## src/rtl/cache_pkg.sv

```systemverilog
/*
  cache package
  address-field constants, data types and controller states shared by
  the direct-mapped write-back cache
*/
`default_nettype none

package cache_pkg;

  // |tag|line|col|00| split of a processor byte address
  localparam int ZERO_BITS = 2;
  localparam int COLUMN_BITS = 3;
  localparam int WORDS_PER_LINE = 8;
  localparam int BEATS_PER_LINE = 4;

  typedef logic [31:0] word_t;
  typedef logic [3:0] byte_en_t;
  typedef logic [63:0] beat_t;
  typedef logic [COLUMN_BITS-1:0] column_ix_t;
  typedef logic [1:0] beat_ix_t;

  // one processor request, write_enable of zero is a read
  typedef struct packed {
    word_t address;
    word_t data;
    byte_en_t write_enable;
  } cache_req_t;

  // tag field sized for a zero-bit line index, unused upper bits stay zero
  typedef struct packed {
    logic dirty;
    logic valid;
    logic [31-ZERO_BITS:0] tag;
  } tag_entry_t;

  // one beat written into the line being filled
  typedef struct packed {
    logic strobe;
    beat_ix_t index;
    beat_t data;
  } fill_beat_t;

  typedef enum logic [2:0] {
    IDLE,
    EVICT_BEAT,
    READ_CMD,
    READ_WAIT,
    FILL_BEAT,
    TAG_UPDATE,
    FINISH
  } ctrl_state_t;

endpackage

`default_nettype wire

```

## src/rtl/cache_burst_ctrl.sv

```systemverilog
/*
  cache burst controller
  on a miss writes back a dirty victim line, then refills the requested
  line from the burst RAM and validates its tag
*/
`timescale 1ns/10ps
`default_nettype none

module cache_burst_ctrl #(
  parameter int RAM_DEPTH_BITS = 10
) (
  input logic clk,
  input logic rst,
  input cache_pkg::cache_req_t req,
  input logic hit,
  input logic victim_dirty,
  input logic [RAM_DEPTH_BITS-1:0] victim_addr,
  input cache_pkg::beat_t victim_beat,
  output cache_pkg::beat_ix_t victim_ix,
  output cache_pkg::fill_beat_t fill,
  output logic tag_write,
  output logic br_cmd,
  output logic br_cmd_en,
  output logic [RAM_DEPTH_BITS-1:0] br_addr,
  output cache_pkg::beat_t br_wr_data,
  input cache_pkg::beat_t br_rd_data,
  input logic br_rd_data_ready
);
  import cache_pkg::*;

  localparam beat_ix_t LAST_BEAT = beat_ix_t'(BEATS_PER_LINE - 1);

  ctrl_state_t state_q;
  beat_ix_t beat_q;
  logic [RAM_DEPTH_BITS-1:0] line_addr;

  // line number of the request times four, in 8-byte RAM words
  assign line_addr = RAM_DEPTH_BITS'({req.address[31:ZERO_BITS + COLUMN_BITS], 2'b00});

  // the beat counter is zero in idle, so eviction starts at beat 0
  assign victim_ix = beat_q;

  always_ff @(posedge clk) begin
    if (rst) begin
      state_q <= IDLE;
      beat_q <= '0;
      br_cmd <= 1'b0;
      br_cmd_en <= 1'b0;
      tag_write <= 1'b0;
      fill.strobe <= 1'b0;
    end else begin
      // single-cycle strobes
      br_cmd_en <= 1'b0;
      tag_write <= 1'b0;
      fill.strobe <= 1'b0;

      case (state_q)
        IDLE: begin
          if (!hit) begin
            br_cmd_en <= 1'b1;
            if (victim_dirty) begin
              // write command goes out together with beat 0
              br_cmd <= 1'b1;
              br_addr <= victim_addr;
              br_wr_data <= victim_beat;
              beat_q <= beat_q + beat_ix_t'(1);
              state_q <= EVICT_BEAT;
            end else begin
              br_cmd <= 1'b0;
              br_addr <= line_addr;
              state_q <= READ_WAIT;
            end
          end
        end

        EVICT_BEAT: begin
          br_wr_data <= victim_beat;
          // counter wraps back to zero for the fill
          beat_q <= beat_q + beat_ix_t'(1);
          if (beat_q == LAST_BEAT) begin
            state_q <= READ_CMD;
          end
        end

        READ_CMD: begin
          br_cmd <= 1'b0;
          br_cmd_en <= 1'b1;
          br_addr <= line_addr;
          state_q <= READ_WAIT;
        end

        READ_WAIT: begin
          // first beat may take any number of cycles
          if (br_rd_data_ready) begin
            fill <= '{strobe: 1'b1, index: beat_q, data: br_rd_data};
            beat_q <= beat_q + beat_ix_t'(1);
            state_q <= FILL_BEAT;
          end
        end

        FILL_BEAT: begin
          // remaining beats arrive back to back
          fill <= '{strobe: 1'b1, index: beat_q, data: br_rd_data};
          beat_q <= beat_q + beat_ix_t'(1);
          if (beat_q == LAST_BEAT) begin
            state_q <= TAG_UPDATE;
          end
        end

        TAG_UPDATE: begin
          tag_write <= 1'b1;
          state_q <= FINISH;
        end

        FINISH: begin
          state_q <= IDLE;
        end

        default: begin
          state_q <= IDLE;
        end
      endcase
    end
  end

endmodule

`default_nettype wire

```

## config.mk

```make
export PLATFORM = sky130hd
export DESIGN_NAME = cache_burst_ctrl
export DESIGN_NICKNAME = d
export VERILOG_FILES = /design/src/rtl/cache_pkg.sv /design/src/rtl/cache_burst_ctrl.sv
export SDC_FILE = /design/constraint.sdc
export NUM_CORES = 1
export LEC_CHECK = 0
export BUFFER_PORTS_ARGS = -buffer_cell sky130_fd_sc_hd__buf_2
export CAP_MARGIN = 20
export CORE_AREA = 2 2 141 143
export CTS_CLUSTER_DIAMETER = 150
export DETAILED_ROUTE_END_ITERATION = 6
export DIE_AREA = 0 0 143 145
export GPL_ROUTABILITY_DRIVEN = 0
export SLEW_MARGIN = 20
export SYNTH_ARGS = -nofsm -noshare
export SYNTH_HDL_FRONTEND = slang
export SYNTH_SLANG_ARGS = --single-unit
export TNS_END_PERCENT = 1
```

## constraint.sdc

```tcl
create_clock -name clk -period 11.63 [get_ports clk]
set_input_delay 1.163 -clock clk [delete_from_list [all_inputs] [get_ports clk]]
set_output_delay 1.163 -clock clk [all_outputs]
set_load 0.05 [all_outputs]
```

=== Word-level counts from Yosys, hierarchy flattened ===
Cells that the tools add are included.

* Add/sub/neg operators: 1
* Eq/ne operators: 11
* Mux-type cells: 24
* Bitwise operators: 1
* Reduce and logical (&&, ||, !) cells: 12

{| class="wikitable"
|+ Operators with widths
! kind !! count
|-
| 67-bit one-hot mux with 2 select lines || 1
|-
| 64-bit 2-to-1 mux || 2
|-
| 64-bit one-hot mux with 2 select lines || 1
|-
| 67-bit 2-to-1 mux || 1
|-
| 10-bit 2-to-1 mux || 2
|-
| 10-bit one-hot mux with 2 select lines || 1
|-
| 3-bit one-hot mux with 6 select lines || 1
|-
| 3-bit 2-to-1 mux || 4
|-
| 4-bit AND reduction || 3
|-
| 2-bit inequality test, second input constant || 5
|-
| 2-bit 2-to-1 mux || 4
|-
| 3-bit by 2-bit equality test with 1-bit output, second input constant || 2
|-
| 3-bit equality test, second input constant || 2
|-
| 2-bit one-hot mux with 3 select lines || 1
|-
| 3-bit AND reduction || 2
|-
| 2-bit nonzero test || 3
|-
| 1-bit 2-to-1 mux || 4
|-
| 1-bit one-hot mux with 2 select lines || 2
|-
| 3-bit by 1-bit equality test with 1-bit output, second input constant || 1
|-
| 3-bit logical NOT || 1
|-
| 3-bit nonzero test || 1
|-
| 2-bit by 1-bit adder with 2-bit output, second input constant || 1
|-
| 2-bit equality test, second input constant || 1
|-
| 2-bit AND reduction || 1
|-
| 2 further kinds || 2
|}

* Flip-flop bits (word level): 149
* Logic and storage cells: 59

=== Logic depth before layout (Yosys ltp) ===
* Depth in word-level cells: 4
* Mapped depth: 6
* Depth with buffers taken out: 5

=== Worst setup path after synthesis ===
OpenSTA, ideal clock, no wires.

* Path kind: input port to flip-flop
* Start: input rst
* End: register br_wr_data[0], enable pin
* Arrival time: 7.482 ns
* Slack: 3.504 ns
* Stages: 2
* Buffers on the path: 1
* Cell sequence: buf_1 -> nor4_1

* Word-level cells in the longest chain between the ends: 2

{| class="wikitable"
|+ RTL lines
! item !! line !! source
|-
| start, declared || cache_burst_ctrl.sv:13 || <nowiki>input logic rst,</nowiki>
|-
| 1-bit inverter (no source line) || -- ||
|-
| 4-bit AND reduction (no source line) || -- ||
|-
| end signal, assigned || cache_burst_ctrl.sv:65 || <nowiki>br_wr_data <= victim_beat;</nowiki>
|-
| end signal, assigned || cache_burst_ctrl.sv:77 || <nowiki>br_wr_data <= victim_beat;</nowiki>
|-
| end, declared || cache_burst_ctrl.sv:25 || <nowiki>output cache_pkg::beat_t br_wr_data,</nowiki>
|}

Every way passes these cells.
A chain may end at the register's enable or synchronous reset.

=== Worst setup path after layout ===
* Start: input br_rd_data_ready
* End: register fill[50] (netlist bit), enable pin

* Word-level cells in the longest chain between the ends: 2

{| class="wikitable"
|+ RTL lines
! item !! line !! source
|-
| start, declared || cache_burst_ctrl.sv:27 || <nowiki>input logic br_rd_data_ready</nowiki>
|-
| 2-bit inequality test (no source line) || -- ||
|-
| 3-bit AND reduction (no source line) || -- ||
|-
| end signal, assigned || cache_burst_ctrl.sv:95 || <nowiki>fill <= '{strobe: 1'b1, index: beat_q, data: br_rd_data};</nowiki>
|-
| end signal, assigned || cache_burst_ctrl.sv:103 || <nowiki>fill <= '{strobe: 1'b1, index: beat_q, data: br_rd_data};</nowiki>
|-
| end, declared || cache_burst_ctrl.sv:20 || <nowiki>output cache_pkg::fill_beat_t fill,</nowiki>
|}

Every way passes these cells.

==> key figures <==
Placed design
  – DPL Wire Length: 9420 um
  – Post-DP Area: 7060 sq um
  – Port Buffer Count: 296

Global route
  – Vias in the first global route: 3559
  – Pin count of the biggest net entering global routing: 69
  – Initial antenna violation count: 1
  – First-pass GRT wire length: 18600 um
  – Global Route Usage Sum: 11.9%
  – GR Overflow Total: 0

Synthesis
  – Post-synthesis sequential area ratio: 83.3%
  – Avg Inst Size Synth: 18.7 sq um
  – Synthesized instance count: 282
  – Ys flop type: edfxtp_1
  – Number of flops mapped to enable cells by yosys: 140
  – Asr flop ratio synth: 0%
  – FF+latch count, synth: 149
  – Synth Warn #: 0
  – Syn Nets: 494
  – Synth cell types: 31
  – Post-synth design cell area: 5270 sq um

Critical path
  – Largest fanout on the critical path: 68
  – Startpoint types: input pin
  – Worst R2R End: fill[50]
  – Worst reg-to-reg path cell count: 6
  – Worst Path Required: 11.66 ns
  – Setup CP Type: in2reg
  – R2r startpoint: state_q[1]
  – Critical path capture point type: flop
  – Critical path data arrival time: 2.91 ns
  – R2r setup slk: 8.98 ns

Flow run
  – Maxcap violations: 0

Route
  – Met2 WL: 6700 um
  – First-pass DRT Iterations: 4
  – DRT antenna net count: 0
  – Routed WL per cell: 14.7 um
  – Drt drc: 0
  – DR WL met3: 913 um
  – Via count: 3470
  – Via density: 4.00
  – DR top layer: met4
  – Total wire length: 12700 um
  – Number of DRC markers in iteration 0: 122
  – M1 WL: 4860 um

STA
  – Max-slew violation count: 0
  – Headroom to the max-slew limit: 42.2%
  – Unrepaired setup endpoints after global routing: no
  – Tcrit/Tclk final: 24.8%
  – Setup TNS: 0 ns
  – Setup violators final: 0
  – Fmax: 347 MHz
  – Fin crit period: 2.88 ns
  – Clock Skews: 0.00867 ns
  – WHS: 0.503 ns
  – Endpoints failing hold: 0
  – Worst-Margin Slew: 0.867 ns

Hold path
  – Hold Crit Class: reg2reg
  – Worst Hold Launch: br_cmd
  – WHS Path Cells: 2
  – Worst hold endpoint: br_cmd

Power and ir drop
  – Leakage: 2.95 nW
  – Worst VDD drop: 92.8 uV
  – Pwr dens: 175 nW/um^2

Final layout
  – Layout cells sized above 1: 58.1%
  – Most frequent cells in the layout: buf_2, edfxtp_1, nor2b_1
  – NumNets Final: 801
  – Final Instance Area: 7650 sq um
  – Commonest non-fill, non-tap cell in the layout: buf_2
  – P&R area growth vs syn: 45.3%

Clock tree
  – Postcts setup bufs: 0
  – Clk_lat worst skew: 0.41 ns
  – Clock buffer depth: 2
  – CTS H-Tree Depth: 4
  – CTS sink cnt: 149
  – Root Driver: clkbuf_16
  – CTS tree: yes
  – TritonCTS Buffers: 17
  – Worst-path clk slew: 0.06 ns
  – Post-cts hold buffer count: 0
  – CTS resizes: 0

Floorplan
  – I/O pin count: 357
  – Die height: 145 um
  – DIE AREA: 20700 sq um
  – Initial core utilization: 27.4%
  – Die W: 143 um
  – Core area: 19200 sq um
  – Cell Rows: 51

Status
  – Status: completed
## registers in the layout, indices dropped and copies added, names as in the netlist
name,cells
br_cmd,1
state_q,3
fill,67
br_cmd_en,1
tag_write,1
victim_ix,2
br_wr_data,64
br_addr,10
## cell families (layout without fill, tap and decap cells)
logic type      after synthesis  in the layout  synth area share, %
mux                          11             11                 2.30
simple gates                 97             97                 11.1
compound gates               11             11                 1.66
buf+inv                      13            333                 1.43
fa+ha+maj                     1              1                0.238
other cells                   0              1                    0
flops                       149            149                 83.3
## final cells by class
type | count | area [sq um]
diodes | 1 | 2.50
clock buffers | 17 | 425
clock inverters | 15 | 165
fillers | 1828 | 11600
inverters | 2 | 7.51
multi-input cells | 120 | 832
flip-flops and latches | 149 | 4380
well taps | 265 | 332
repair buffers | 299 | 1500
## cell usage after synthesis, types with 2 or more instances
cell      instances  area share, %
buf_2             3           0.29
nand2_1           6           0.43
nor2b_1          68            8.1
a21oi_1           4           0.38
and3_1            2           0.24
o21ai_0           2           0.19
nor3b_2           2           0.48
dfxtp_1           9            3.4
clkbuf_1          2           0.14
nor3_1            2           0.19
inv_1             2           0.14
nand2b_1          2           0.24
mux2_2            9            1.9
edfxtp_1        140             80
nor2_1            9           0.64
buf_4             4           0.57
mux2i_1           2           0.38
## report_power, final
part           internal [W]  switching (W)
Sequential         0.000616     0.00000985
Clock              0.000303       0.000237
Combinational     0.0000477       0.000123
Total              0.000967       0.000370
## critical path, cell delays in order
cell,delay (ns)
buf_2,0.09
nand2_1,0.10
nor3b_2,0.30
a21oi_4,0.04
buf_4,0.33
nor2_4,0.14
buf_4,0.65
## per-layer routing
layer / up-vias / GRT usage [%]
li1: 1646 / -
met1: 1651 / 12.9
met2: 159 / 20.9
met3: 14 / 3.66
met4: 0 / 5.79
met5: - / 0
## worst max-delay path by stage
| stage | startpoint | to | cells after the start |
|---|---|---|---|
| after floorplan | rst | br_wr_data[0] | 2 |
| after global placement | br_rd_data_ready | fill[48] | 7 |
| after detailed placement | br_rd_data_ready | fill[48] | 7 |
| after CTS | br_rd_data_ready | fill[48] | 7 |
| after global routing | br_rd_data_ready | fill[5] | 7 |
| final | br_rd_data_ready | fill[50] | 7 |
## through the flow
step | power [W] | setup slack (ns) | util [%] | std cells
2_1_floorplan | 0.000758 | 3.50 | - | 282
3_3_place_gp | 0.000806 | 8.37 | 36.8 | 835
3_5_place_dp | 0.000810 | 8.29 | 36.8 | 835
4_1_cts | 0.00135 | 8.74 | 39.8 | 867
5_1_grt | 0.00139 | 8.59 | 39.8 | 868
6_report | 0.00134 | 8.75 | 39.8 | 868
No activity file was read; power rests on OpenSTA's default activity.
